--- src/hw/rv_core_settings.svh ---
// widths are fixed by RV64I and the register map assumes 32-bit aligned AXI4-Lite accesses.
`ifndef RV_CORE_SETTINGS_SVH
`define RV_CORE_SETTINGS_SVH

// --------------------
// datapath
`define RV_XLEN     64
`define RV_NREGS    32
`define RV_REG_AW   $clog2(`RV_NREGS)

// --------------------
// AXI4-Lite port
`define RV_AXIL_AW  8
`define RV_AXIL_DW  32

// register map, byte offsets
`define RV_ADDR_INSTR    8'h00  // write-only.
`define RV_ADDR_STATUS   8'h04  // bit 0 busy, bit 1 illegal (write 1 to clear).
`define RV_ADDR_REGSEL   8'h08
`define RV_ADDR_REG_LO   8'h0C
`define RV_ADDR_REG_HI   8'h10
`define RV_ADDR_CYCLE    8'h14
`define RV_ADDR_RETIRED  8'h18

`endif

--- src/hw/rv_perf_counter.sv ---
// 64-bit counters wrap silently; only the low 32 bits are visible on the bus.
`timescale 1ns/1ns
`include "rv_core_settings.svh"

module rv_perf_counter (
  input  logic                 clk,
  input  logic                 rst_n,
  input  logic                 retire,
  output logic [`RV_XLEN-1:0]  cycle_cnt,
  output logic [`RV_XLEN-1:0]  retired_cnt
);

  always_ff @(posedge clk) begin
    if (!rst_n) begin
      cycle_cnt <= '0;
    end else begin
      cycle_cnt <= cycle_cnt + 1'b1;  // free running.
    end
  end

  always_ff @(posedge clk) begin
    if (!rst_n) begin
      retired_cnt <= '0;
    end else if (retire) begin
      retired_cnt <= retired_cnt + 1'b1;
    end
  end

endmodule

--- config.mk ---
export PLATFORM = sky130hd
export DESIGN_NAME = rv_perf_counter
export DESIGN_NICKNAME = d
export VERILOG_FILES = /design/src/hw/rv_perf_counter.sv
export VERILOG_INCLUDE_DIRS = /design/src /design/src/hw
export SDC_FILE = /design/constraint.sdc
export NUM_CORES = 1
export LEC_CHECK = 0
export BUFFER_PORTS_ARGS = -buffer_cell sky130_fd_sc_hd__buf_2
export CORE_UTILIZATION = 30
export DETAILED_ROUTE_END_ITERATION = 6
export GPL_ROUTABILITY_DRIVEN = 0
export SLEW_MARGIN = 10
export SYNTH_ARGS = -nofsm -noshare
export SYNTH_HDL_FRONTEND = slang
export SYNTH_SLANG_ARGS = --single-unit
--- constraint.sdc ---
create_clock -name clk -period 2.7 [get_ports clk]
set_clock_uncertainty 0.05 [all_clocks]
set_input_delay 0 -clock clk [delete_from_list [all_inputs] [get_ports clk]]
set_output_delay 0 -clock clk [all_outputs]
set_load 0.005 [all_outputs]
==> flow_summary_export.csv <==
group,metric,value,unit
drt,drt_iter0_drc,304,
floorplanning,core-area,19500,µm²
drt,via_per_inst,5.15,
drt,num_vias,5819,
synthesis,avgSynthCellArea,8.42,µm²
sta,fin_crit_sh,89.3,%
grt,gr-usage-met2,24.5,%
worst_hold_path,holdPathStages,2,
placed_design,port_buffers,130,
worst_setup_path,endpoint,"cycle_cnt[59]$_SDFF_PN0_",
drt,final_antenna_net_count,0,
cts,ctsLongestPathBuffers,2,
sta,final-setup-viol-count,0,
drt,wl_per_cell,14.9,µm
worst_setup_path,required,2.99,ns
drt,drc,0,
pwr,p_leak,2.92,nW
grt,grt_pass1_vias,5130,
synthesis,ys.flop_type,"dfxtp_1",
floorplanning,num_rows,51,
synthesis,yosysTopAreaCellShare,42.7,%
synthesis,syn-num-nets,717,
worst_setup_path,rrSetupSlack,0.29,ns
grt,grt_util_all_layers,16.7,%
cts,worst_skew_pair.late_latency,0.41,ns
synthesis,netlist_area,6000,µm²
cts,cts_tree,"yes",
cts,path_clk_slew,0.06,ns
sta,fin_setup_tns,0,ns
worst_setup_path,crit_slowest_cell,"or4_1",
sta,max_slew.worst_pin.slew,0.958,ns
synthesis,synth_area_leaders,"dfxtp_1 (43%), xor2_1 (5.6%), nand4_1 (5.5%)",
grt,use_met1,23.0,%
layout,area_growth,27.8,%
synthesis,synth_edf_count,0,
worst_setup_path,reg2reg_depth,5,
cts,cts-root-buf,"clkbuf_16",
worst_setup_path,end_kind,"flip-flop",
sta,fin_crit,2.41,ns
worst_setup_path,critPathLaunchType,"flip-flop",
worst_hold_path,hp-class,"flip-flop to flip-flop",
layout,diodes,0,
worst_setup_path,crit_fanout,14,
synthesis,ys_top_cells_by_count,"dfxtp_1 (128), nor2_1 (72), a21oi_1 (60)",
pwr,powerDensity,575,nW/µm²
placed_design,dp.cells,1097,
worst_setup_path,cp.depth,5,
sta,slew_headroom,36.1,%
cts,htreeDepth,4,
sta,hold_violations,0,
sta,holdWs,0.423,ns
layout,final_net_count,858,
worst_setup_path,slowest_delay,0.59,ns
grt,grt_overflow,0,
cts,cts_buffers,17,
grt,antenna_found_initial,0,
synthesis,async_flop_share,0,%
job,drv_cap,0,
synthesis,ys_warn_count,0,
sta,fmax,415,MHz
layout,drive_gt1_share,22.1,%
floorplanning,die-area,20600,µm²
floorplanning,io_pins,131,
drt,drt_wl_total,16800,µm
synthesis,ys_seq_area_share,42.7,%
worst_setup_path,critPathKind,"flip-flop to flip-flop",
pwr,ir_worst_vdd,0.364,mV
grt,grtUsageMet3,5.16,%
sta,rsz0062_at_grt,"false",
run_status,status,"complete, no violations",
synthesis,synth.most_common_cell,"dfxtp_1",
layout,instances_no_fill,1130,
worst_setup_path,crit_family,"simple AND/OR/NAND/NOR gates",
sta,slew_violations,0,
worst_setup_path,crit_chain,"nand4_1 > nor3_2 > nand2_1 > or4_1 > a21oi_1",
synthesis,ys_ff_latch,128,
grt,grt_pass1_wl,27000,µm
synthesis,synthCells,712,
placed_design,dpl.hpwl,11900,µm
worst_setup_path,crit_start,"cycle_cnt[29]$_SDFF_PN0_",
layout,fillers,2059,
worst_setup_path,path_buf_inv,0,
cts,cts.sinks,128,
floorplanning,die_h,143,µm
floorplanning,fp.dieW,143,µm
worst_setup_path,rr_startpoint,"cycle_cnt[29]$_SDFF_PN0_",
synthesis,synth_cell_types,39,
cts,post_cts_buffers,0,
grt,grt_max_degree,87,
drt,dr.pass1.iters,5,
grt,grt-busiest-layer,"met2",
worst_setup_path,cp.arrival,2.70,ns
synthesis,yosys.area.top_type,"dfxtp_1",
worst_setup_path,r2r-end,"cycle_cnt[59]$_SDFF_PN0_",
floorplanning,start_util,30.7,%
registers in the layout, summed over array words and instances (netlist names):
register	cells
cycle_cnt	64
retired_cnt	64
placed cells by master (no fill, tap or decap), drive strengths merged, types with 17 or more instances in the layout:
master,Yosys,final
o21ai,36,36
nand4,55,55
nor2,72,72
xor2,38,38
a21oi,60,60
nand2,51,51
dfxtp,128,128
and3,17,17
o31ai,23,23
or3,35,35
or4,25,25
buf,6,152
xnor2,21,21
clkbuf,26,20
nand3,44,44
area by class of cell:
class	count	area (µm²)	area share (%)
Sequential cell	128	2560	33.4
Tap cell	265	332	4.33
Multi-Input combinational cell	544	3290	42.9
Timing Repair Buffer	154	836	10.9
Clock buffer	20	447	5.83
Clock inverter	11	164	2.14
Inverter	8	31.3	0.408
worst min-delay path by stage:
stage                                  from                      endpoint  slack [ns]
2_1_floorplan                         rst_n  retired_cnt[61]$_SDFFE_PN0P_         0.1
3_3_place_gp   retired_cnt[42]$_SDFFE_PN0P_               retired_cnt[42]        0.38
3_5_place_dp       cycle_cnt[41]$_SDFF_PN0_                 cycle_cnt[41]        0.38
4_1_cts        retired_cnt[63]$_SDFFE_PN0P_  retired_cnt[63]$_SDFFE_PN0P_        0.42
5_1_grt        retired_cnt[63]$_SDFFE_PN0P_  retired_cnt[63]$_SDFFE_PN0P_        0.44
6_report       retired_cnt[63]$_SDFFE_PN0P_  retired_cnt[63]$_SDFFE_PN0P_        0.42
per-layer routing:
layer  up-vias  wire length (µm)
met4         0               193
li1       2919                 -
met2       119              7490
met1      2768              8190
met5         -                 0
met3        13               933
what timing repair did:
| action | in CTS | in global routing |
|---|---|---|
| endpoints found under the setup margin | 0 | 10 |
| hold buffers | 2 | 0 |
| endpoints found under the hold margin | 6 | 0 |
| gates resized for setup | 0 | 2 |
worst register-to-register path, stage by stage (launching register included):
cell and delay, ns:
dfxtp_1 0.41, nand4_1 0.28, nor3_2 0.49, nand2_1 0.38
or4_1 0.59, a21oi_1 0.14
through the flow:
stage | total power, mW | util (%) | instance area, µm² | setup WS [ns]
2_1_floorplan | 1.99 | - | 6000 | 0.579
3_3_place_gp | 2.01 | 35.9 | 7020 | 0.0836
3_5_place_dp | 2.02 | 35.9 | 7020 | 0.0460
4_1_cts | 4.45 | 39.2 | 7650 | 0.0373
5_1_grt | 4.55 | 39.2 | 7660 | 0.0539
6_report | 4.40 | 39.2 | 7660 | 0.289
power breakdown:
group | switching, mW | internal, mW | total (mW)
combinational | 0.0473 | 0.0194 | 0.0667
sequential | 0.0116 | 1.90 | 1.91
clock | 0.868 | 1.56 | 2.43
total | 0.927 | 3.47 | 4.40
cells by family after synthesis:
kind of cell | count (synthesis) | synth area share [%]
AOI/OAI and AO/OA | 125 | 11.7
xor gates and xnor gates | 59 | 8.62
adders and majority gates | 2 | 0.417
buffers and inverters | 40 | 2.63
DFF | 128 | 42.7
muxes | 4 | 0.668
and+or+nand+nor | 354 | 33.2
(Power assumes the default switching activity.)
