File: config.mk
export PLATFORM = sky130hd
export DESIGN_NAME = rv_axil_slave
export DESIGN_NICKNAME = d
export VERILOG_FILES = /design/src/hw/rv_core_pkg.sv /design/src/hw/rv_axil_slave.sv
export VERILOG_INCLUDE_DIRS = /design/src /design/src/hw
export SDC_FILE = /design/constraint.sdc
export NUM_CORES = 1
export LEC_CHECK = 0
export ABC_AREA = 1
export CORE_AREA = 4 4 126 128
export DETAILED_ROUTE_END_ITERATION = 8
export DIE_AREA = 0 0 130 132
export DONT_BUFFER_PORTS = 1
export GPL_TIMING_DRIVEN = 0
export SLEW_MARGIN = 25
export SYNTH_ARGS = -nofsm -noshare
export SYNTH_HDL_FRONTEND = slang
export SYNTH_SLANG_ARGS = --single-unit
export TNS_END_PERCENT = 100
File: constraint.sdc
create_clock -name clk -period 4.2 [get_ports clk]
set_input_delay 1.26 -clock clk [delete_from_list [all_inputs] [get_ports clk]]
set_output_delay 1.26 -clock clk [all_outputs]
set_load 0.02 [all_outputs]
File: src/hw/rv_core_settings.svh
// widths are fixed by RV64I and the register map assumes 32-bit aligned AXI4-Lite accesses.
`ifndef RV_CORE_SETTINGS_SVH
`define RV_CORE_SETTINGS_SVH

// --------------------
// datapath
`define RV_XLEN     64
`define RV_NREGS    32
`define RV_REG_AW   $clog2(`RV_NREGS)

// --------------------
// AXI4-Lite port
`define RV_AXIL_AW  8
`define RV_AXIL_DW  32

// register map, byte offsets
`define RV_ADDR_INSTR    8'h00  // write-only.
`define RV_ADDR_STATUS   8'h04  // bit 0 busy, bit 1 illegal (write 1 to clear).
`define RV_ADDR_REGSEL   8'h08
`define RV_ADDR_REG_LO   8'h0C
`define RV_ADDR_REG_HI   8'h10
`define RV_ADDR_CYCLE    8'h14
`define RV_ADDR_RETIRED  8'h18

`endif

File: src/hw/rv_core_pkg.sv
// types shared by the RTL and the testbench; the settings header must be on the include path.
`include "rv_core_settings.svh"

package rv_core_pkg;

  typedef enum logic [6:0] {
    OPC_LUI    = 7'b0110111,
    OPC_OP_IMM = 7'b0010011,
    OPC_OP     = 7'b0110011
  } opcode_e;

  typedef enum logic [3:0] {
    ALU_ADD   = 4'd0,
    ALU_SUB   = 4'd1,
    ALU_SLL   = 4'd2,
    ALU_SLT   = 4'd3,
    ALU_SLTU  = 4'd4,
    ALU_XOR   = 4'd5,
    ALU_SRL   = 4'd6,
    ALU_SRA   = 4'd7,
    ALU_OR    = 4'd8,
    ALU_AND   = 4'd9,
    ALU_PASSB = 4'd10   // used by LUI.
  } alu_op_e;

  typedef enum logic [1:0] {
    ST_IDLE   = 2'd0,
    ST_DECODE = 2'd1,
    ST_EXEC   = 2'd2,
    ST_WB     = 2'd3
  } ctrl_state_e;

  typedef struct packed {
    alu_op_e                 alu_op;
    logic [`RV_REG_AW-1:0]   rd;
    logic [`RV_REG_AW-1:0]   rs1;
    logic [`RV_REG_AW-1:0]   rs2;
    logic [`RV_XLEN-1:0]     imm;      // already sign-extended.
    logic                    use_imm;
    logic                    legal;
  } dec_t;

  typedef struct packed {
    logic                    wen;
    logic [`RV_REG_AW-1:0]   waddr;
    logic [`RV_XLEN-1:0]     wdata;
  } wb_t;

  // --------------------
  // AXI4-Lite channels
  typedef struct packed {
    logic                      awvalid;
    logic [`RV_AXIL_AW-1:0]    awaddr;
    logic                      wvalid;
    logic [`RV_AXIL_DW-1:0]    wdata;
    logic [`RV_AXIL_DW/8-1:0]  wstrb;
    logic                      bready;
    logic                      arvalid;
    logic [`RV_AXIL_AW-1:0]    araddr;
    logic                      rready;
  } axil_req_t;

  typedef struct packed {
    logic                      awready;
    logic                      wready;
    logic                      bvalid;
    logic [1:0]                bresp;
    logic                      arready;
    logic                      rvalid;
    logic [`RV_AXIL_DW-1:0]    rdata;
    logic [1:0]                rresp;
  } axil_rsp_t;

endpackage

File: src/hw/rv_axil_slave.sv
// one write and one read outstanding; INSTR writes stall while busy and every response is OKAY.
`timescale 1ns/1ns
`include "rv_core_settings.svh"

module rv_axil_slave (
  input  logic                   clk,
  input  logic                   rst_n,
  input  rv_core_pkg::axil_req_t req,
  output rv_core_pkg::axil_rsp_t rsp,
  input  logic                   busy,
  input  logic                   illegal_pulse,
  input  logic [`RV_XLEN-1:0]    dbg_data,
  input  logic [`RV_XLEN-1:0]    cycle_cnt,
  input  logic [`RV_XLEN-1:0]    retired_cnt,
  output logic                   issue_valid,
  output logic [31:0]            issue_instr,
  output logic [`RV_REG_AW-1:0]  dbg_addr
);

  localparam logic [1:0] RESP_OKAY = 2'b00;

  logic                    bvalid_q;
  logic                    rvalid_q;
  logic [`RV_AXIL_DW-1:0]  rdata_q;
  logic [`RV_AXIL_DW-1:0]  rd_mux;
  logic [`RV_REG_AW-1:0]   regsel_q;
  logic                    illegal_q;
  logic                    wr_instr;
  logic                    wr_go;
  logic                    rd_go;

  // --------------------
  // write channels
  assign wr_instr = req.awaddr == `RV_ADDR_INSTR;
  assign wr_go    = req.awvalid && req.wvalid && !bvalid_q && !(wr_instr && busy);

  always_ff @(posedge clk) begin
    if (!rst_n) begin
      bvalid_q <= 1'b0;
    end else if (wr_go) begin
      bvalid_q <= 1'b1;
    end else if (req.bready) begin
      bvalid_q <= 1'b0;
    end
  end

  always_ff @(posedge clk) begin
    if (!rst_n) begin
      regsel_q <= '0;
    end else if (wr_go && req.awaddr == `RV_ADDR_REGSEL && req.wstrb[0]) begin
      regsel_q <= req.wdata[`RV_REG_AW-1:0];
    end
  end

  always_ff @(posedge clk) begin
    if (!rst_n) begin
      illegal_q <= 1'b0;
    end else if (illegal_pulse) begin
      illegal_q <= 1'b1;  // set wins over a clear in the same cycle.
    end else if (wr_go && req.awaddr == `RV_ADDR_STATUS && req.wstrb[0] && req.wdata[1]) begin
      illegal_q <= 1'b0;
    end
  end

  assign issue_valid = wr_go && wr_instr;
  assign issue_instr = req.wdata;
  assign dbg_addr    = regsel_q;

  // --------------------
  // read channels
  assign rd_go = req.arvalid && !rvalid_q;

  always_comb begin
    case (req.araddr)
      `RV_ADDR_STATUS:  rd_mux = {{(`RV_AXIL_DW-2){1'b0}}, illegal_q, busy};
      `RV_ADDR_REGSEL:  rd_mux = {{(`RV_AXIL_DW-`RV_REG_AW){1'b0}}, regsel_q};
      `RV_ADDR_REG_LO:  rd_mux = dbg_data[`RV_AXIL_DW-1:0];
      `RV_ADDR_REG_HI:  rd_mux = dbg_data[`RV_XLEN-1:`RV_AXIL_DW];
      `RV_ADDR_CYCLE:   rd_mux = cycle_cnt[`RV_AXIL_DW-1:0];
      `RV_ADDR_RETIRED: rd_mux = retired_cnt[`RV_AXIL_DW-1:0];
      default:          rd_mux = '0;  // INSTR and unmapped.
    endcase
  end

  always_ff @(posedge clk) begin
    if (!rst_n) begin
      rvalid_q <= 1'b0;
    end else if (rd_go) begin
      rvalid_q <= 1'b1;
    end else if (req.rready) begin
      rvalid_q <= 1'b0;
    end
  end

  always_ff @(posedge clk) begin
    if (rd_go) begin
      rdata_q <= rd_mux;
    end
  end

  always_comb begin
    rsp.awready = wr_go;
    rsp.wready  = wr_go;
    rsp.bvalid  = bvalid_q;
    rsp.bresp   = RESP_OKAY;
    rsp.arready = !rvalid_q;
    rsp.rvalid  = rvalid_q;
    rsp.rdata   = rdata_q;
    rsp.rresp   = RESP_OKAY;
  end

endmodule

==> results.yml, run 1 <==
run_status:
  outcome: "complete, no violations"
synth:
  avgSynthCellArea_um2: 7.27
  synthAdderAreaFrac: 0
  synth_area_leader_cell: "edfxtp_1"
  synth_top_family_by_area: "simple AND/OR/NAND/NOR gates"
  async_flop_share: 0
  netlist_instances: 370
  syn-cell-area_mm2: 0.00269
  yosys-top-cells-count: "nand2_1, buf_4, edfxtp_1, inv_1, nor2_1"
  yosysMostFrequentCell: "nand2_1"
  synthXorXnorAreaFrac: 0
  yosysWarnings: 0
  synth.top_cell.area_share: 0.357
  synth-edff-count: 32
  synth-simple-area-share: 0.380
  synth_cell_types: 21
  yosysSeqAreaShare: 0.417
  synth_compound_area_frac: 0.0102
  synth_seq_cells: 40
  synth-main-ff-cell: "edfxtp_1"
  synthTopCellsByArea: "edfxtp_1, nand2_1, buf_4, nand4_1, dfxtp_1"
  synth_mux_area_frac: 0
grt:
  grt_first_pass_wirelength_um: 13500
  grt_pass1_vias: 2300
  grt_antenna_before_repair: 0
  grtUsageTotal: 0.110
  use_met3: 0.0312
  use_met1: 0.117
  top_usage_layer: "met2"
  grt_max_degree: 27
  globalRouteOverflowTotal: 0
  met2_usage: 0.209
layout:
  fillerInstances: 1667
  nNetsFinal: 634
  layoutNonFillerInstCount: 570
  drive_above_1_share: 0.181
  final_util: 0.209
  diodes: 0
  final_area_mm2: 0.00310
  area_growth_pct: 15.3
floorplanning:
  dieArea_mm2: 0.0172
  start_util: 0.181
  std_cell_rows: 45
  design.core.area_mm2: 0.0149
  io_pins: 332
  fp.dieW_um: 130
  die_h_um: 132
clock_network:
  ctsResizeCount: 0
  cts_hold_buf: 0
  cts_root_buf: "clkbuf_16"
  cts_buffers: 5
  cts.clk_slew.worst_paths_ns: 0.06
  clk_latency_ns: 0.30
  cts_sinks: 40
  cts_tree: "done"
  cts_htree_levels: 2
  post_cts.repair.setup_buffers: 0
  cts_max_path_buffers: 2
placement:
  place_area_mm2: 0.00296
  io_buffer_count: 0
  placed_cells: 562
  place_ws_ns: 0.899
  globalplace.congestion: 0.713
  hpwl_um: 8590
setup_path:
  end_kind: "output port"
  arrival_ns: 2.02
  slowest_delay_ns: 0.15
  critPathKind: "in -> out"
  cp-startpoint: "req[49]"
  crit_path_frequent_cell: "nand2_1"
  crit_fanout: 3
  slowest_stage: "nor2_1"
  start_kind: "input port"
  cp.required_ns: 2.94
  rr_startpoint: "rvalid_q"
  worstPathCellList: "nor2_1 -> nand2_1 -> nor2_1 -> nand2_1 -> nand2_1 -> inv_1 -> buf_4"
route:
  drtAntennaViolNets: 0
  drt-pass1-iter-count: 4
  routedWlPerCell_um: 18.2
  via_count: 2403
  drt_iter0_markers: 59
  drc_errors: 0
  wl_um: 10400
  vias_per_cell: 4.22
timing:
  timing.final.ws_setup_ns: 0.916
  max_slew_margin: 0.640
  fin_crit_ns: 3.28
  fmax_ghz: 0.304
  hold_viol: 0
  fin_crit_sh: 0.782
  rsz0062_at_grt: "false"
  slew_violations: 0
  setup_tns_ns: 0
  fin_skew_ns: 0.0114
  setup_viol: 0
  tightest_slew_ns: 0.536
pwr:
  power_density_mw_per_mm2: 313
  peakVddDrop_mv: 0.110
  p_leak_uw: 0.00134
worst_hold_path:
  hold_class: "reg -> reg"
  worstHoldStart: "illegal_q"
run:
  maxCapViolations: 0
power breakdown:
part	total, uW	switching (uW)	internal, uW	leakage, uW
combinational	95.4	59.9	35.5	0.000887
clock	391	172	219	0.0000736
sequential	483	32.5	450	0.000375
total	969	264	705	0.00134
registers in the layout (all words and copies together) (netlist names):
| signal | count |
|---|---|
| bvalid_q | 1 |
| rvalid_q | 1 |
| dbg_addr | 5 |
| rdata_q | 32 |
| illegal_q | 1 |
placed cells by master, fill, tap and decap left out:
master	synthesis	final
nor3_4	2	2
inv_1	32	31
nand2_1	160	160
nor2_2	1	1
inv_2	2	3
conb_1	1	4
clkbuf_16	0	5
and2_4	1	1
clkinv_4	0	1
nor2_1	30	30
o21ai_0	2	2
a21oi_1	2	2
nand4_1	27	27
buf_4	46	46
o21a_1	1	1
dfxtp_1	8	8
nand3b_1	1	1
buf_6	2	2
nand3_2	1	1
buf_12	0	1
nand3_1	12	12
edfxtp_1	32	32
buf_2	4	4
nor3_1	3	3
clkinv_2	0	2
routing by layer:
metal	up-vias	routed length [um]
met4	0	129
met2	177	5300
met3	8	995
li1	1154	-
met5	-	0
met1	1064	3950
layout make-up:
cell class	instances	area (um^2)	area share
Sequential cell	40	1120	0.362
Multi-Input combinational cell	247	1060	0.343
Buffer	52	388	0.125
Tap cell	188	235	0.0759
Inverter	34	128	0.0412
Clock buffer	5	125	0.0404
Timing Repair Buffer	1	20.0	0.00646
Clock inverter	3	18.8	0.00605
path summary, 6_finish.rpt:
kind	depth (start not counted)	end	slack, ns
min	2	illegal_q	0.47
max reg2reg	4	rdata_q[6]	2.81
min reg2reg	2	illegal_q	0.47
max	7	rsp[40]	0.92
kinds of logic (layout without fill, tap and decap cells):
kind of cell / count (synthesis) / after routing
simple gates: 238 / 238
other cells: 1 / 4
compound gates: 5 / 5
flops: 40 / 40
buf+inv: 86 / 95
through the flow:
step	total power, uW	hold WS [ns]
2_1_floorplan	569	0.436
3_3_place_gp	586	0.450
3_5_place_dp	589	0.467
4_1_cts	992	0.477
5_1_grt	1010	0.500
6_report	969	0.472
critical path: cells and delay by family:
kind | cells | cell delay, ns
simple gates | 5 | 0.55
buf+inv | 2 | 0.21
(Power assumes the default switching activity.)
==> run 2, diff against run 1 <==
ABC_AREA = 0   (was 1)
CORE_AREA = 4 4 125 127   (was 4 4 126 128)
DIE_AREA = 0 0 129 131   (was 0 0 130 132)
clock period = 3.31 ns   (was 4.2 ns; I/O delays follow)
==> run 2 against run 1 <==
  * Cell area barely moved
  * Worst setup slack got worse by 0.57 ns
  * Flip-flop and latch count did not move
  * Register-to-register slack got worse by 1.0 ns
  * Clock power rose by 45%
  * Die area fell by 1.5%
  * Largest cell class is now multi-input combinational cells
==> results.yml, run 2 <==
synth:
  synth_cell_types: 37
  yosysSeqAreaShare: 0.421
  yosys-top-cells-count: "buf_4, edfxtp_1, nor2_1, a221o_1, mux2i_1"
  netlist_instances: 255
  syn-cell-area_mm2: 0.00266
  synth_area_leader_cell: "edfxtp_1"
  synth-edff-count: 32
  synth.top_cell.area_share: 0.361
  synthTopCellsByArea: "edfxtp_1, buf_4, a221o_1, mux2i_1, dfxtp_1"
  avgSynthCellArea_um2: 10.4
  yosysWarnings: 0
  async_flop_share: 0
  synth-main-ff-cell: "edfxtp_1"
  yosysMostFrequentCell: "buf_4"
  synth_seq_cells: 40
layout:
  layoutNonFillerInstCount: 451
  final_area_mm2: 0.00310
  diodes: 0
  drive_above_1_share: 0.243
  final_util: 0.215
  mostFrequentLayoutCells: "buf_4, edfxtp_1, nor2_1"
  layout.cells.most_common: "buf_4"
  area_growth_pct: 16.5
  top_register: "rdata_q"
  nNetsFinal: 519
  largest_reg_flops: 32
timing:
  fmax_ghz: 0.337
  setup_viol: 0
  slew_violations: 0
  hold_slack_ns: 0.483
  max_slew_margin: 0.572
  fin_crit_ns: 2.96
  fin_crit_sh: 0.896
  hold_viol: 0
  rsz0062_at_grt: "false"
  timing.final.ws_setup_ns: 0.345
  fin_skew_ns: 0.00749
  tightest_slew_ns: 0.641
floorplanning:
  io_pins: 332
  std_cell_rows: 44
  start_util: 0.185
  design.core.area_mm2: 0.0144
  dieArea_mm2: 0.0169
  fp.dieW_um: 129
  die_h_um: 131
clock_network:
  cts_htree_levels: 2
  cts.clk_slew.worst_paths_ns: 0.07
  cts_root_buf: "clkbuf_16"
  cts_tree: "done"
  ctsResizeCount: 0
  clk_latency_ns: 0.30
  cts_buffers: 5
  cts_hold_buf: 0
  cts_sinks: 40
  cts_max_path_buffers: 2
  post_cts.repair.setup_buffers: 0
setup_path:
  critPathKind: "in -> out"
  end_kind: "output port"
  r2r-end: "dbg_addr[3]"
  arrival_ns: 1.97
  start_kind: "input port"
  rr_startpoint: "bvalid_q"
  crit_fanout: 3
  cp.required_ns: 2.32
  regToRegSetupSlack_ns: 1.81
  r2r_cells: 4
pwr:
  switching_share: 0.265
  power_density_mw_per_mm2: 435
  switchingPower_uw: 357
  peakVddDrop_mv: 0.247
  p_clk_frac: 0.420
  pwr-share-comb: 0.130
  seqPwrFrac: 0.450
  p_leak_uw: 0.00118
  p_int_uw: 993
placement:
  io_buffer_count: 0
  globalplace.congestion: 0.743
  place_ws_ns: 0.354
  place_area_mm2: 0.00294
  hpwl_um: 9290
  placed_cells: 443
route:
  drtAntennaViolNets: 0
  vias_per_cell: 4.82
  drt_iter0_markers: 94
  via_count: 2176
  drc_errors: 0
  drt-pass1-iter-count: 5
  wl_um: 10900
  routedWlPerCell_um: 24.3
grt:
  grtUsageTotal: 0.120
  globalRouteOverflowTotal: 0
  grt_antenna_before_repair: 0
  grt_first_pass_wirelength_um: 14200
  grt_max_degree: 26
  grt_pass1_vias: 2218
worst_hold_path:
  whs_endpoint: "illegal_q"
  whs_path_depth: 2
  worstHoldStart: "illegal_q"
  hold_class: "reg -> reg"
run_status:
  outcome: "complete, no violations"
run:
  maxCapViolations: 0
==> run 2: routing by layer <==
metal  vias up  share of wire  GRT usage
met3         8           0.11     0.0488
met1      1016           0.34      0.120
li1        956              -          -
met2       196           0.53      0.226
met5         -              0          0
met4         0          0.014     0.0352
==> run 2: worst max-delay path: stages <==
cell and delay (ns):
nor4_1 0.47, nand2_1 0.14, nor2_1 0.36
==> run 2: cell families after synthesis <==
family                 Yosys count  synth area share
AND/OR/NAND/NOR                 73             0.147
AO/OA/AOI/OAI                   58             0.180
flip-flops                      40             0.421
multiplexers                    25            0.0944
buffers and inverters           58             0.155
other                            1           0.00141
==> run 2: area by class of cell <==
class,count,area [um^2]
inverters,2,7.51
fillers,1554,11300
clock buffers,5,125
well taps,184,230
repair buffers,1,27.5
flip-flops and latches,40,1120
clock inverters,3,37.5
multi-input cells,160,1150
plain buffers,56,407
==> run 2: power by group through the flow <==
| stage | Sequential, uW | Clock (uW) | Combinational [uW] |
|---|---|---|---|
| 5_1_grt | 610 | 610 | 189 |
| 4_1_cts | 608 | 591 | 180 |
| 2_1_floorplan | 613 | 0 | 143 |
| 3_5_place_dp | 619 | 0 | 180 |
| 6_report | 607 | 568 | 176 |
| 3_3_place_gp | 620 | 0 | 171 |
==> run 2: metrics by stage <==
stage          total power, uW  TNS [ns]
6_report                  1350         0
5_1_grt                   1410         0
4_1_cts                   1380         0
3_5_place_dp               799         0
3_3_place_gp               791    -13.98
2_1_floorplan              757         0
==> run 2: worst max-delay path by stage <==
stage | startpoint | to | slack, ns | cells past startpoint
floorplan | req[9] | rdata_q[0] | 0.44 | 1
global placement | req[9] | rdata_q[16] | -0.44 | 1
detailed placement | req[49] | issue_valid | 0.35 | 3
CTS | req[49] | issue_valid | 0.35 | 3
global route | req[49] | issue_valid | 0.20 | 3
finish | req[49] | issue_valid | 0.35 | 3
==> run 3, diff against run 2 <==
MAX_ROUTING_LAYER = met4   (was unset)
==> run 3 against run 2 <==
  * Worst hold slack worse by 0.00064 ns
  * Combinational power about the same
  * Register-to-register slack about the same
  * Total power up 0.11%
  * Core utilization is the same
  * Global-route usage increased by 0.37 points
  * Critical path type unchanged
  * Sequential power barely moved
  * Cell area stayed put
  * Worst setup slack improved by 0.0037 ns
==> results.yml, run 3 (synthesis results as in run 2) <==
setup_path:
  start_kind: "input port"
  critPathKind: "in -> out"
  slowest_stage: "nor4_1"
  worstPathCellList: "nor4_1 -> nand2_1 -> nor2_1"
  cp.required_ns: 2.32
  crit_fanout: 3
  arrival_ns: 1.97
  slowest_delay_ns: 0.47
  end_kind: "output port"
  regToRegSetupSlack_ns: 1.81
placement:
  io_buffer_count: 0
  hpwl_um: 9290
  place_area_mm2: 0.00294
  placed_cells: 443
  globalplace.congestion: 0.752
route:
  drt-pass1-iter-count: 4
  routedWlPerCell_um: 24.3
  drt_iter0_markers: 106
  vias_per_cell: 4.82
  drc_errors: 0
  via_count: 2175
  drtAntennaViolNets: 0
  wl_um: 11000
pwr:
  switching_share: 0.266
  peakVddDrop_mv: 0.246
  p_clk_frac: 0.421
  p_leak_uw: 0.00118
  p_int_uw: 993
  switchingPower_uw: 359
  power_density_mw_per_mm2: 436
  seqPwrFrac: 0.449
  power.total_uw: 1350
  pwr-share-comb: 0.130
timing:
  slew_violations: 0
  rsz0062_at_grt: "false"
  fin_crit_sh: 0.895
  fmax_ghz: 0.338
  hold_viol: 0
  fin_skew_ns: 0.00490
  tightest_slew_ns: 0.651
  setup_viol: 0
  hold_slack_ns: 0.482
  fin_crit_ns: 2.96
  max_slew_margin: 0.564
clock_network:
  cts_sinks: 40
  cts_tree: "done"
  post_cts.repair.setup_buffers: 0
  ctsResizeCount: 0
  clk_latency_ns: 0.29
  cts_max_path_buffers: 2
  cts_hold_buf: 0
  cts_buffers: 5
  cts_root_buf: "clkbuf_16"
  cts.clk_slew.worst_paths_ns: 0.07
  cts_htree_levels: 2
layout:
  fillerInstances: 1554
  nNetsFinal: 519
  diodes: 0
  area_growth_pct: 16.5
  drive_above_1_share: 0.243
  final_area_mm2: 0.00310
  mostFrequentLayoutCells: "buf_4, edfxtp_1, nor2_1"
  layout.cells.most_common: "buf_4"
  top_register: "rdata_q"
  largest_reg_flops: 32
  layoutNonFillerInstCount: 451
grt:
  globalRouteOverflowTotal: 0
  grt_antenna_before_repair: 0
  grt_pass1_vias: 2220
  grtUsageTotal: 0.123
  grt_max_degree: 26
  grt_first_pass_wirelength_um: 14200
floorplanning:
  io_pins: 332
  design.core.area_mm2: 0.0144
  std_cell_rows: 44
  dieArea_mm2: 0.0169
  die_h_um: 131
  start_util: 0.185
  fp.dieW_um: 129
run:
  maxCapViolations: 0
run_status:
  outcome: "complete, no violations"
worst_hold_path:
  hold_class: "reg -> reg"
## run 3: metrics by stage
| step | utilization | setup WS, ns | setup TNS [ns] |
|---|---|---|---|
| after floorplan | - | 0.444 | 0 |
| after global placement | 0.201 | -0.441 | -13.98 |
| after detailed placement | 0.204 | 0.354 | 0 |
| after CTS | 0.215 | 0.351 | 0 |
| after global routing | 0.215 | 0.203 | 0 |
| final | 0.215 | 0.349 | 0 |
## run 3: critical path, delay by kind of cell
family,cells,cell delay [ns]
AND/OR/NAND/NOR,3,0.97
## run 3: per-layer routing
layer / global-route usage / vias up / wire length, um
met3: 0.0463 / 9 / 1210
met4: 0.0352 / 0 / 146
met5: - / - / 0
met2: 0.226 / 190 / 5780
met1: 0.122 / 1021 / 3830
li1: - / 955 / -
## run 3: cell type report
class	instances	area, um^2	area share
Multi-Input combinational cell	160	1150	0.370
Sequential cell	40	1120	0.361
Buffer	56	407	0.131
Tap cell	184	230	0.0742
Clock buffer	5	125	0.0403
Clock inverter	3	37.5	0.0121
Timing Repair Buffer	1	27.5	0.00887
Inverter	2	7.51	0.00242
## run 3: final timing paths
check,start,to,depth (start not counted)
worst max-delay path,req[49],issue_valid,3
worst min-delay path,illegal_q,illegal_q,2
worst max register to register,bvalid_q,dbg_addr[1],4
worst min register to register,illegal_q,illegal_q,2
## run 3: power by group through the flow
stage,Sequential [uW],Combinational (uW),Clock (uW)
after global routing,610,189,612
after global placement,620,171,0
after CTS,608,180,591
final,607,176,569
after detailed placement,619,180,0
after floorplan,613,143,0
