<file path="config.mk">
export PLATFORM = sky130hd
export DESIGN_NAME = rv_exec_ctrl
export DESIGN_NICKNAME = d
export VERILOG_FILES = /design/src/hw/rv_core_pkg.sv /design/src/hw/rv_exec_ctrl.sv
export VERILOG_INCLUDE_DIRS = /design/src /design/src/hw
export SDC_FILE = /design/constraint.sdc
export NUM_CORES = 1
export LEC_CHECK = 0
export ABC_AREA = 1
export BUFFER_PORTS_ARGS = -buffer_cell sky130_fd_sc_hd__buf_2
export CORE_ASPECT_RATIO = 0.75
export CORE_MARGIN = 8
export CORE_UTILIZATION = 35
export DETAILED_ROUTE_END_ITERATION = 7
export GPL_ROUTABILITY_DRIVEN = 0
export PLACE_DENSITY = 0.75
export SLEW_MARGIN = 0
export SYNTH_ARGS = -nofsm -noshare
export SYNTH_HDL_FRONTEND = slang
export SYNTH_SLANG_ARGS = --single-unit
</file>
<file path="constraint.sdc">
create_clock -name clk -period 9.8 [get_ports clk]
set_clock_uncertainty 0.1 [all_clocks]
set_input_delay 1.47 -clock clk [delete_from_list [all_inputs] [get_ports clk]]
set_output_delay 1.47 -clock clk [all_outputs]
set_load 0.05 [all_outputs]
</file>
<file path="src/hw/rv_core_settings.svh">
// widths are fixed by RV64I and the register map assumes 32-bit aligned AXI4-Lite accesses.
`ifndef RV_CORE_SETTINGS_SVH
`define RV_CORE_SETTINGS_SVH

// --------------------
// datapath
`define RV_XLEN     64
`define RV_NREGS    32
`define RV_REG_AW   $clog2(`RV_NREGS)

// --------------------
// AXI4-Lite port
`define RV_AXIL_AW  8
`define RV_AXIL_DW  32

// register map, byte offsets
`define RV_ADDR_INSTR    8'h00  // write-only.
`define RV_ADDR_STATUS   8'h04  // bit 0 busy, bit 1 illegal (write 1 to clear).
`define RV_ADDR_REGSEL   8'h08
`define RV_ADDR_REG_LO   8'h0C
`define RV_ADDR_REG_HI   8'h10
`define RV_ADDR_CYCLE    8'h14
`define RV_ADDR_RETIRED  8'h18

`endif

</file>
<file path="src/hw/rv_core_pkg.sv">
// types shared by the RTL and the testbench; the settings header must be on the include path.
`include "rv_core_settings.svh"

package rv_core_pkg;

  typedef enum logic [6:0] {
    OPC_LUI    = 7'b0110111,
    OPC_OP_IMM = 7'b0010011,
    OPC_OP     = 7'b0110011
  } opcode_e;

  typedef enum logic [3:0] {
    ALU_ADD   = 4'd0,
    ALU_SUB   = 4'd1,
    ALU_SLL   = 4'd2,
    ALU_SLT   = 4'd3,
    ALU_SLTU  = 4'd4,
    ALU_XOR   = 4'd5,
    ALU_SRL   = 4'd6,
    ALU_SRA   = 4'd7,
    ALU_OR    = 4'd8,
    ALU_AND   = 4'd9,
    ALU_PASSB = 4'd10   // used by LUI.
  } alu_op_e;

  typedef enum logic [1:0] {
    ST_IDLE   = 2'd0,
    ST_DECODE = 2'd1,
    ST_EXEC   = 2'd2,
    ST_WB     = 2'd3
  } ctrl_state_e;

  typedef struct packed {
    alu_op_e                 alu_op;
    logic [`RV_REG_AW-1:0]   rd;
    logic [`RV_REG_AW-1:0]   rs1;
    logic [`RV_REG_AW-1:0]   rs2;
    logic [`RV_XLEN-1:0]     imm;      // already sign-extended.
    logic                    use_imm;
    logic                    legal;
  } dec_t;

  typedef struct packed {
    logic                    wen;
    logic [`RV_REG_AW-1:0]   waddr;
    logic [`RV_XLEN-1:0]     wdata;
  } wb_t;

  // --------------------
  // AXI4-Lite channels
  typedef struct packed {
    logic                      awvalid;
    logic [`RV_AXIL_AW-1:0]    awaddr;
    logic                      wvalid;
    logic [`RV_AXIL_DW-1:0]    wdata;
    logic [`RV_AXIL_DW/8-1:0]  wstrb;
    logic                      bready;
    logic                      arvalid;
    logic [`RV_AXIL_AW-1:0]    araddr;
    logic                      rready;
  } axil_req_t;

  typedef struct packed {
    logic                      awready;
    logic                      wready;
    logic                      bvalid;
    logic [1:0]                bresp;
    logic                      arready;
    logic                      rvalid;
    logic [`RV_AXIL_DW-1:0]    rdata;
    logic [1:0]                rresp;
  } axil_rsp_t;

endpackage

</file>
<file path="src/hw/rv_exec_ctrl.sv">
// one instruction at a time; issue_valid is only honoured in ST_IDLE, write-back lands 3 cycles later.
`timescale 1ns/1ns
`include "rv_core_settings.svh"

module rv_exec_ctrl (
  input  logic                   clk,
  input  logic                   rst_n,
  input  logic                   issue_valid,
  input  logic [31:0]            issue_instr,
  input  logic [`RV_XLEN-1:0]    rdata1,
  input  logic [`RV_XLEN-1:0]    rdata2,
  input  logic [`RV_XLEN-1:0]    alu_y,
  output logic                   busy,
  output logic [`RV_REG_AW-1:0]  raddr1,
  output logic [`RV_REG_AW-1:0]  raddr2,
  output logic                   ren1,
  output logic                   ren2,
  output rv_core_pkg::alu_op_e   alu_op,
  output logic [`RV_XLEN-1:0]    alu_a,
  output logic [`RV_XLEN-1:0]    alu_b,
  output rv_core_pkg::wb_t       wb,
  output logic                   retire,
  output logic                   illegal_pulse
);

  import rv_core_pkg::*;

  ctrl_state_e          state_q;
  dec_t                 dec_d;
  dec_t                 dec_q;
  opcode_e              opcode;
  logic [2:0]           funct3;
  logic [6:0]           funct7;
  logic [`RV_XLEN-1:0]  op_a_q;
  logic [`RV_XLEN-1:0]  op_b_q;
  logic [`RV_XLEN-1:0]  res_q;

  assign opcode = opcode_e'(issue_instr[6:0]);
  assign funct3 = issue_instr[14:12];
  assign funct7 = issue_instr[31:25];

  // --------------------
  // decode
  always_comb begin
    dec_d.rd      = issue_instr[11:7];
    dec_d.rs1     = issue_instr[19:15];
    dec_d.rs2     = issue_instr[24:20];
    dec_d.imm     = {{(`RV_XLEN-12){issue_instr[31]}}, issue_instr[31:20]};  // I format.
    dec_d.use_imm = 1'b1;
    dec_d.alu_op  = ALU_ADD;
    dec_d.legal   = 1'b0;
    case (opcode)
      OPC_LUI: begin
        dec_d.rs1    = '0;
        dec_d.imm    = {{(`RV_XLEN-32){issue_instr[31]}}, issue_instr[31:12], 12'b0};
        dec_d.alu_op = ALU_PASSB;
        dec_d.legal  = 1'b1;
      end
      OPC_OP_IMM: begin
        dec_d.legal = 1'b1;
        case (funct3)
          3'b000: dec_d.alu_op = ALU_ADD;
          3'b010: dec_d.alu_op = ALU_SLT;
          3'b011: dec_d.alu_op = ALU_SLTU;
          3'b100: dec_d.alu_op = ALU_XOR;
          3'b110: dec_d.alu_op = ALU_OR;
          3'b111: dec_d.alu_op = ALU_AND;
          3'b001: begin
            dec_d.alu_op = ALU_SLL;
            dec_d.legal  = issue_instr[31:26] == 6'b000000;  // 6-bit shamt.
          end
          default: begin
            dec_d.alu_op = issue_instr[30] ? ALU_SRA : ALU_SRL;
            dec_d.legal  = {issue_instr[31], issue_instr[29:26]} == 5'b00000;
          end
        endcase
      end
      OPC_OP: begin
        dec_d.use_imm = 1'b0;
        dec_d.legal   = 1'b1;
        case ({funct7, funct3})
          {7'b0000000, 3'b000}: dec_d.alu_op = ALU_ADD;
          {7'b0100000, 3'b000}: dec_d.alu_op = ALU_SUB;
          {7'b0000000, 3'b001}: dec_d.alu_op = ALU_SLL;
          {7'b0000000, 3'b010}: dec_d.alu_op = ALU_SLT;
          {7'b0000000, 3'b011}: dec_d.alu_op = ALU_SLTU;
          {7'b0000000, 3'b100}: dec_d.alu_op = ALU_XOR;
          {7'b0000000, 3'b101}: dec_d.alu_op = ALU_SRL;
          {7'b0100000, 3'b101}: dec_d.alu_op = ALU_SRA;
          {7'b0000000, 3'b110}: dec_d.alu_op = ALU_OR;
          {7'b0000000, 3'b111}: dec_d.alu_op = ALU_AND;
          default:              dec_d.legal  = 1'b0;
        endcase
      end
      default: begin
        dec_d.legal = 1'b0;
      end
    endcase
  end

  // --------------------
  // sequencing
  always_ff @(posedge clk) begin
    if (!rst_n) begin
      state_q <= ST_IDLE;
    end else begin
      case (state_q)
        ST_IDLE:   if (issue_valid) state_q <= ST_DECODE;
        ST_DECODE: state_q <= ST_EXEC;
        ST_EXEC:   state_q <= ST_WB;
        default:   state_q <= ST_IDLE;
      endcase
    end
  end

  always_ff @(posedge clk) begin
    if (state_q == ST_IDLE && issue_valid) begin
      dec_q <= dec_d;
    end
    if (state_q == ST_DECODE) begin
      op_a_q <= rdata1;
      op_b_q <= dec_q.use_imm ? dec_q.imm : rdata2;
    end
    if (state_q == ST_EXEC) begin
      res_q <= alu_y;
    end
  end

  assign busy   = state_q != ST_IDLE;
  assign raddr1 = dec_q.rs1;
  assign raddr2 = dec_q.rs2;
  assign ren1   = state_q == ST_DECODE && dec_q.legal;
  assign ren2   = state_q == ST_DECODE && dec_q.legal && !dec_q.use_imm;
  assign alu_op = dec_q.alu_op;
  assign alu_a  = op_a_q;
  assign alu_b  = op_b_q;

  assign wb.wen   = state_q == ST_WB && dec_q.legal;
  assign wb.waddr = dec_q.rd;
  assign wb.wdata = res_q;

  assign retire        = state_q == ST_WB && dec_q.legal;
  assign illegal_pulse = state_q == ST_WB && !dec_q.legal;

endmodule

</file>
==> results.sh, run 1 <==
export IMPL_cts_setup_buffers=0
export IMPL_grt_max_degree=78
export IMPL_finalNetCount=1204
export IMPL_antenna_found_initial=6
export IMPL_crit_required_ps=8230
export IMPL_drcViolationCount=0
export IMPL_die_y_um=156
export IMPL_core_um2=25800
export IMPL_synthArstFlopShare_pct=0
export IMPL_h_tree_depth=1
export IMPL_firstDrtPassIters=6
export IMPL_layout_drive_gt1_share_pct=56.8
export IMPL_ctsHoldBuffers=0
export IMPL_max_cap_violations=0
export IMPL_wl_per_cell_um=21.5
export IMPL_grt_ovfl_total=0
export IMPL_max_vdd_ir_drop_uv=191
export IMPL_synth_main_ff_cell="edfxtp_1"
export IMPL_std_cell_rows=51
export IMPL_routed_wl_um=28800
export IMPL_finalHoldViolCount=0
export IMPL_hp_class="flip-flop to flip-flop"
export IMPL_fillers=2297
export IMPL_drtAntennaViolNets=0
export IMPL_setup_worst_path_end_class="output port"
export IMPL_p_leak_nw=5.32
export IMPL_io_buffers=443
export IMPL_tritoncts="yes"
export IMPL_synth_nets=767
export IMPL_post_layout_total_power_w=0.00412
export IMPL_grt_pass1_wl_um=40900
export IMPL_placedCellCount=1289
export IMPL_drtIter0Drc=484
export IMPL_die_x_um=203
export IMPL_p_per_area_nw_per_um2=331
export IMPL_finalCoreUtilization_pct=48.1
export IMPL_grt_setup_unrepaired="false"
export IMPL_die_area_um2=31700
export IMPL_hold_depth=1
export IMPL_insertion_delay_ps=510
export IMPL_relSlewSlack_pct=23.6
export IMPL_synth_edff_count=245
export IMPL_ys_types=28
export IMPL_tightest_slew_ps=1150
export IMPL_syn_to_final_growth_pct=35.6
export IMPL_yosysWarnings=0
export IMPL_status="finished clean"
export IMPL_slew_violations=0
export IMPL_mostFrequentLayoutCells="buf_2 (443), edfxtp_1 (245), inv_1 (61)"
export IMPL_critPathMaxFanout=53
export IMPL_timing_hold_ws_ps=447
export IMPL_r2r_start="state_q[1]$_SDFFE_PN0P_"
export IMPL_gr_usage_all_layers_pct=17.0
export IMPL_num_io_pins=444
export IMPL_final_setup_viol_count=0
export IMPL_cp_startpoint="state_q[1]$_SDFFE_PN0P_"
export IMPL_vias=6052
export IMPL_hpwl_um=21700
export IMPL_grt_pass1_vias=6254
export IMPL_initial_utilization_pct=35.5
export IMPL_layoutNonFillerInstCount=1339
export IMPL_vias_per_cell=4.52
export IMPL_max_clock_freq_ghz=0.266
export IMPL_finalCritPeriodShare_pct=38.3
export IMPL_reg2regPathDepth=3
export IMPL_period_needed_ps=3750
export IMPL_path_class="flip-flop to output port"
export IMPL_finalSetupTns_ps=0
export IMPL_cts_sinks=247
export IMPL_synth_cells=536
export IMPL_avgSynthCellArea_um2=17.1
export IMPL_yosysSeqAreaShare_pct=80.7
export IMPL_netlist_area_um2=9170
export IMPL_start_kind="flip-flop"
export IMPL_cts_clk_slew_worst_paths_ps=60
export IMPL_clk_path_buf_depth=3
export IMPL_cts_resized=0
export IMPL_root_buffer="clkbuf_16"
export IMPL_synth_seq_cells=247
export IMPL_hold_start="dec_q[13]$_SDFFCE_PN0P_"
export IMPL_cts_made_buffers=26
export IMPL_layout_commonest_cell="buf_2"
export IMPL_arrival_ps=2180
==> cell usage after synthesis, types with 2 or more instances <==
cell,n,area [um2]
mux2_2,31,349
nand2_1,29,109
edfxtp_1,245,7360
o21ai_1,2,10.0
inv_4,2,12.5
nand2_4,2,22.5
buf_2,3,15.0
inv_1,62,233
dfxtp_1,2,40.0
nor2_2,4,25.0
inv_2,6,22.5
o21ai_0,38,190
clkbuf_1,3,11.3
buf_4,24,180
o21ai_2,19,166
ha_1,4,50.1
nand3_1,10,50.1
nand2_2,4,25.0
nor2_4,4,45.0
buf_12,2,40.0
nor2_1,26,97.6
a21oi_1,4,20.0
buf_6,5,56.3
==> routing by layer <==
metal,share of wire (%),track usage [%]
met4,2.2,4.55
met1,38,20.5
met2,50,28.9
met3,9.5,5.56
met5,0.12,0
==> cell families after synthesis <==
logic type,Yosys count,synth area share [%]
fa+ha+maj,4,0.546
compound gates,64,4.30
mux,31,3.81
simple gates,83,4.46
flops,247,80.7
buf+inv,107,6.22
==> worst paths after layout <==
check / end / slack [ps]
worst min-delay path: alu_b[11]$_DFFE_PP_ / 450
worst max-delay path: ren2 / 6050
worst min register to register: alu_b[11]$_DFFE_PP_ / 450
worst max register to register: alu_b[54]$_DFFE_PP_ / 7250
==> state kept, by name, summed over array words and instances, names as in the netlist <==
register  cells
alu_a        64
alu_b        64
res_q        64
dec_q        34
raddr1        5
raddr2        5
wb            5
alu_op        4
state_q       2
==> critical path: stages, from the launching register on <==
cell and delay (ps):
dfxtp_1 330, inv_1 130, ha_4 660, nand2_1 160, nor2_1 120, buf_2 280
==> report_power, final <==
group / leakage, nW / internal [W] / total, W / switching, W
sequential: 2.30 / 0.00157 / 0.00165 / 0.0000789
combinational: 2.59 / 0.000236 / 0.00146 / 0.00122
clock: 0.432 / 0.000608 / 0.00101 / 0.000402
==> metrics by stage <==
| step | worst slack, ps | cell area, um2 |
|---|---|---|
| after floorplan | 3780 | 9170 |
| after global placement | 6560 | 11600 |
| after detailed placement | 6500 | 11600 |
| after CTS | 5960 | 12400 |
| after global routing | 5880 | 12400 |
| final | 6050 | 12400 |
==> final cells by class <==
class / count / area (um2) / share of cell area [%]
Inverter: 70 / 268 / 2.15
Clock buffer: 30 / 687 / 5.52
Multi-Input combinational cell: 182 / 1220 / 9.79
Tap cell: 344 / 430 / 3.46
Antenna cell: 3 / 7.51 / 0.0604
Clock inverter: 17 / 190 / 1.53
Sequential cell: 247 / 7400 / 59.5
Timing Repair Buffer: 446 / 2240 / 18.0
Note: power is estimated with default switching activity, not from simulation.
==> run 2: changes to the inputs <==
--- a/config.mk
+++ b/config.mk
@@ -6,14 +6,14 @@
 export SDC_FILE = /design/constraint.sdc
 export NUM_CORES = 1
 export LEC_CHECK = 0
-export ABC_AREA = 1
+export ABC_AREA = 0
 export BUFFER_PORTS_ARGS = -buffer_cell sky130_fd_sc_hd__buf_2
 export CORE_ASPECT_RATIO = 0.75
 export CORE_MARGIN = 8
 export CORE_UTILIZATION = 35
 export DETAILED_ROUTE_END_ITERATION = 7
 export GPL_ROUTABILITY_DRIVEN = 0
-export PLACE_DENSITY = 0.75
+export PLACE_DENSITY = 0.76
 export SLEW_MARGIN = 0
 export SYNTH_ARGS = -nofsm -noshare
 export SYNTH_HDL_FRONTEND = slang
==> constraint.sdc (replaced) <==
create_clock -name clk -period 3.9 [get_ports clk]
set_clock_uncertainty 0.1 [all_clocks]
set_input_delay 0.585 -clock clk [delete_from_list [all_inputs] [get_ports clk]]
set_output_delay 0.585 -clock clk [all_outputs]
set_load 0.05 [all_outputs]
==> run 2 against run 1 <==
Via count decreased by 3.5%. Critical path depth decreased by 2. Total power increased to 2.5 times the previous value. Wire length decreased by 2.7%. Critical endpoint unchanged. Largest power group unchanged.
==> results.sh, run 2 <==
export IMPL_seqPwrFrac_pct=40.1
export IMPL_grt_setup_unrepaired="false"
export IMPL_routed_wl_um=28000
export IMPL_antenna_found_initial=4
export IMPL_synth_xor_area_share_pct=0
export IMPL_final_setup_viol_count=0
export IMPL_synth_top_family_by_area="compound AO/OA/AOI/OAI gates"
export IMPL_worst_slack_ps=1340
export IMPL_p_per_area_nw_per_um2=839
export IMPL_cts_resized=0
export IMPL_synth_nets=710
export IMPL_yosysWarnings=0
export IMPL_p_int_w=0.00612
export IMPL_synth_area_top_cells="edfxtp_1 (82%), mux2_2 (3.9%), o21ai_0 (2.0%)"
export IMPL_cp_cell_sequence="buf_4, nor2b_1, buf_2"
export IMPL_place_ws_ps=1440
export IMPL_slew_violations=0
export IMPL_wl_per_cell_um=21.9
export IMPL_crit_slowest_cell="buf_4"
export IMPL_die_area_um2=31000
export IMPL_cts_sinks=247
export IMPL_max_cap_violations=0
export IMPL_layout_commonest_cell="buf_2"
export IMPL_clk_path_buf_depth=3
export IMPL_grt_ovfl_total=0
export IMPL_synth_compound_area_share_pct=4.98
export IMPL_synth_seq_cells=247
export IMPL_cts_clk_slew_worst_paths_ps=60
export IMPL_synth_main_ff_cell="edfxtp_1"
export IMPL_finalSetupTns_ps=0
export IMPL_mostFrequentLayoutCells="buf_2 (443), edfxtp_1 (245), inv_1 (37)"
export IMPL_firstDrtPassIters=5
export IMPL_power_share_combinational_pct=34.9
export IMPL_grt_pass1_wl_um=40100
export IMPL_avgSynthCellArea_um2=18.7
export IMPL_setup_worst_path_end_class="output port"
export IMPL_core_um2=25000
export IMPL_finalHoldViolCount=0
export IMPL_slowest_delay_ps=600
export IMPL_drtAntennaViolNets=0
export IMPL_hpwl_um=21300
export IMPL_synth_most_common_cell="edfxtp_1"
export IMPL_vias=5839
export IMPL_initial_utilization_pct=35.8
export IMPL_synth_edff_count=245
export IMPL_drcViolationCount=0
export IMPL_io_buffers=443
export IMPL_max_vdd_ir_drop_uv=497
export IMPL_finalNetCount=1148
export IMPL_path_class="flip-flop to output port"
export IMPL_relSlewSlack_pct=35.8
export IMPL_max_clock_freq_ghz=0.390
export IMPL_tightest_slew_ps=959
export IMPL_die_y_um=154
export IMPL_finalCritPeriodShare_pct=65.7
export IMPL_cts_made_buffers=26
export IMPL_arrival_ps=1880
export IMPL_yosysSeqAreaShare_pct=82.7
export IMPL_p_leak_nw=5.21
export IMPL_yosys_top_cells_count="edfxtp_1 (245), inv_1 (37), o21ai_0 (36)"
export IMPL_grt_max_degree=129
export IMPL_synth_cells=479
export IMPL_root_buffer="clkbuf_16"
export IMPL_drtIter0Drc=361
export IMPL_p_clk_share_pct=25.0
export IMPL_synthArstFlopShare_pct=0
export IMPL_insertion_delay_ps=520
export IMPL_critPathMaxFanout=65
export IMPL_tritoncts="yes"
export IMPL_syn_to_final_growth_pct=37.8
export IMPL_ctsHoldBuffers=0
export IMPL_grt_pass1_vias=6105
export IMPL_status="finished clean"
export IMPL_synth_top_area_cell="edfxtp_1"
export IMPL_ys_types=38
export IMPL_std_cell_rows=50
export IMPL_p_switching_w=0.00422
export IMPL_gr_usage_all_layers_pct=16.8
export IMPL_vias_per_cell=4.57
export IMPL_crit_required_ps=3210
export IMPL_netlist_area_um2=8950
export IMPL_yosys_area_share_simple_pct=3.76
export IMPL_start_kind="flip-flop"
export IMPL_yosysTopAreaCellShare_pct=82.2
export IMPL_layout_drive_gt1_share_pct=56.5
export IMPL_h_tree_depth=1
export IMPL_hp_class="primary input to flip-flop"
export IMPL_cts_setup_buffers=0
export IMPL_timing_hold_ws_ps=132
export IMPL_synthAdderAreaFrac_pct=0.559
export IMPL_period_needed_ps=2560
export IMPL_die_x_um=201
export IMPL_num_io_pins=444
export IMPL_swShare_pct=40.8
export IMPL_synth_mux_area_fraction_pct=3.90
export IMPL_post_layout_total_power_w=0.0103
[run 2: final timing paths]
path              cells after the start                     end                    start  slack, ps
setup / recovery                      3                    ren2       dec_q[1]$_DFFE_PP_       1340
hold / removal                        1     res_q[63]$_DFFE_PP_                alu_y[63]        130
setup reg to reg                      4  dec_q[3]$_SDFFCE_PN0P_  state_q[1]$_SDFFE_PN0P_       2000
hold reg to reg                       1      alu_b[1]$_DFFE_PP_   dec_q[3]$_SDFFCE_PN0P_        440
[run 2: routing by layer]
metal / GRT usage, % / vias to the layer above / routed length, um
met5: 0 / - / 13
met4: 4.16 / 2 / 560
met3: 5.49 / 40 / 2450
met2: 28.8 / 316 / 14200
met1: 20.4 / 2837 / 10800
li1: - / 2644 / -
[run 2: stage by stage]
stage | area [um2] | std cells | util [%]
final | 12300 | 1277 | 49.3
after global routing | 12300 | 1277 | 49.3
after CTS | 12300 | 1275 | 49.3
after detailed placement | 11400 | 1227 | 45.7
after global placement | 11400 | 1227 | 45.7
after floorplan | 8960 | 479 | -
[run 2: cells by family (layout without fill, tap and decap cells)]
family,count (synthesis),in the layout
and+or+nand+nor,50,50
DFF,247,247
AOI/OAI and AO/OA,72,72
muxes,31,31
buffers and inverters,75,533
other,0,2
adders and majority gates,4,4
[run 2: layout make-up]
type / count / area (um2)
multi-input cells: 157 / 1200
diodes: 2 / 5.00
clock inverters: 19 / 218
repair buffers: 448 / 2270
flip-flops and latches: 247 / 7400
clock buffers: 29 / 683
inverters: 37 / 139
well taps: 338 / 423
fillers: 2187 / 12700
[run 2: power groups by stage]
stage / clock (W) / combinational, W / sequential (W)
2_1_floorplan: 0 / 0.000789 / 0.00607
3_3_place_gp: 0 / 0.00362 / 0.00417
3_5_place_dp: 0 / 0.00365 / 0.00420
4_1_cts: 0.00265 / 0.00366 / 0.00415
5_1_grt: 0.00275 / 0.00375 / 0.00420
6_report: 0.00259 / 0.00361 / 0.00414
[run 2: worst max-delay path, delay by kind of cell, from the launching register on]
kind,cells,cell delay [ps]
DFF,1,350
and+or+nand+nor,1,120
buffers and inverters,2,850
==> run 3: changes to the inputs <==
==> constraint.sdc (replaced) <==
create_clock -name clk -period 2.5 [get_ports clk]
set_clock_uncertainty 0.1 [all_clocks]
set_input_delay 0.375 -clock clk [delete_from_list [all_inputs] [get_ports clk]]
set_output_delay 0.375 -clock clk [all_outputs]
set_load 0.05 [all_outputs]
==> run 3 against run 2 <==
Design area grew 11%. Count of clock-buffer cells in the layout unchanged. Die area stayed put. Utilization increased by 5.2 points. Register-to-register slack got worse by 1100 ps. Critical endpoint unchanged.
==> results.sh, run 3 (same netlist as run 2, synthesis figures left out) <==
export IMPL_die_y_um=154
export IMPL_slowest_delay_ps=340
export IMPL_syn_to_final_growth_pct=52.5
export IMPL_relSlewSlack_pct=38.6
export IMPL_mostFrequentLayoutCells="buf_2 (443), edfxtp_1 (245), dlygate4sd3_1 (140)"
export IMPL_std_cell_rows=50
export IMPL_tritoncts="yes"
export IMPL_insertion_delay_ps=510
export IMPL_h_tree_depth=1
export IMPL_die_area_um2=31000
export IMPL_critPathMaxFanout=3
export IMPL_firstDrtPassIters=5
export IMPL_max_clock_freq_ghz=0.478
export IMPL_cp_buffers_inverters=2
export IMPL_hpwl_um=20700
export IMPL_drtAntennaViolNets=0
export IMPL_fillers=1967
export IMPL_cp_startpoint="state_q[1]$_SDFFE_PN0P_"
export IMPL_layout_commonest_cell="buf_2"
export IMPL_grt_pass1_wl_um=43600
export IMPL_cts_sinks=247
export IMPL_hold_start="issue_instr[19]"
export IMPL_start_kind="flip-flop"
export IMPL_finalNetCount=1290
export IMPL_routed_wl_um=29900
export IMPL_die_x_um=201
export IMPL_p_per_area_nw_per_um2=1160
export IMPL_cts_clk_slew_worst_paths_ps=60
export IMPL_core_um2=25000
export IMPL_arrival_ps=1620
export IMPL_path_depth=5
export IMPL_finalCoreUtilization_pct=54.5
export IMPL_hp_class="primary input to flip-flop"
export IMPL_r2r_start="dec_q[1]$_DFFE_PP_"
export IMPL_tightest_slew_ps=917
export IMPL_crit_slowest_cell="dfxtp_2"
export IMPL_finalCritPeriodShare_pct=83.7
export IMPL_grt_max_degree=106
export IMPL_placedCellCount=1230
export IMPL_cp_cell_sequence="inv_2, ha_4, and2_4, nor2b_4, buf_2"
export IMPL_max_vdd_ir_drop_uv=648
export IMPL_grt_ovfl_total=0
export IMPL_reg2regPathDepth=4
export IMPL_root_buffer="clkbuf_16"
export IMPL_final_setup_viol_count=0
export IMPL_max_cap_violations=0
export IMPL_cts_made_buffers=25
export IMPL_clk_path_buf_depth=3
export IMPL_layout_drive_gt1_share_pct=49.7
export IMPL_io_buffers=443
export IMPL_setup_worst_path_end_class="output port"
export IMPL_slew_violations=0
export IMPL_path_class="flip-flop to output port"
export IMPL_period_needed_ps=2090
export IMPL_r2r_slack_ps=880
export IMPL_wl_per_cell_um=21.1
export IMPL_status="finished clean"
export IMPL_p_leak_nw=5.74
export IMPL_grt_setup_unrepaired="false"
export IMPL_initial_utilization_pct=35.8
export IMPL_timing_hold_ws_ps=57.4
export IMPL_layoutNonFillerInstCount=1415
export IMPL_drcViolationCount=0
export IMPL_critical_path_top_delay_family="buffers and inverters"
export IMPL_gr_usage_all_layers_pct=18.1
export IMPL_grt_pass1_vias=6890
export IMPL_vias_per_cell=4.56
export IMPL_num_io_pins=444
export IMPL_hold_end="dec_q[21]$_DFFE_PP_"
export IMPL_crit_required_ps=2030
export IMPL_drtIter0Drc=389
export IMPL_antenna_found_initial=5
export IMPL_finalHoldViolCount=0
export IMPL_rr_endpoint="alu_b[50]$_DFFE_PP_"
export IMPL_hold_depth=2
export IMPL_vias=6446
run 3: through the flow:
| stage | area [um2] | total power [W] | setup slack (ps) | setup TNS (ps) |
|---|---|---|---|---|
| 2_1_floorplan | 8970 | 0.0107 | -145 | -411 |
| 3_3_place_gp | 11500 | 0.0122 | 642 | 0 |
| 3_5_place_dp | 11500 | 0.0123 | 606 | 0 |
| 4_1_cts | 13600 | 0.0159 | 369 | 0 |
| 5_1_grt | 13600 | 0.0164 | 328 | 0 |
| 6_report | 13600 | 0.0158 | 407 | 0 |
run 3: final cells by class:
type                       instances  area, um2  area share [%]
antenna                            3       7.51          0.0550
clock buffer                      29        641            4.70
clock inverter                    13       96.3           0.706
inverter                          37        139            1.02
multi-input combinational        157       1210            8.87
sequential                       247       7400            54.2
tap                              338        423            3.10
timing repair buffer             591       3730            27.3
run 3: how the worst max path moves through the flow:
stage,end
floorplan,ren2
global placement,dec_q[13]$_SDFFCE_PN0P_
detailed placement,alu_op[0]$_DFFE_PP_
CTS,ren2
global route,busy
finish,ren2
run 3: routing by layer:
layer | part of all wire [%] | GRT usage [%] | vias up
li1 | - | - | 2926
met1 | 37 | 20.1 | 3126
met2 | 51 | 32.4 | 340
met3 | 8.9 | 6.57 | 50
met4 | 2.8 | 5.45 | 4
met5 | 0.077 | 0 | -
run 3: repair_timing:
item,4_1_cts,5_1_grt
endpoints found under the hold margin,141,0
hold buffers,140,0
setup buffers,0,0
gates resized for setup,0,0
run 3: where the power goes:
part	internal, W	total (W)	switching (W)
Combinational	0.00115	0.00589	0.00474
Clock	0.00193	0.00346	0.00153
Sequential	0.00612	0.00647	0.000353
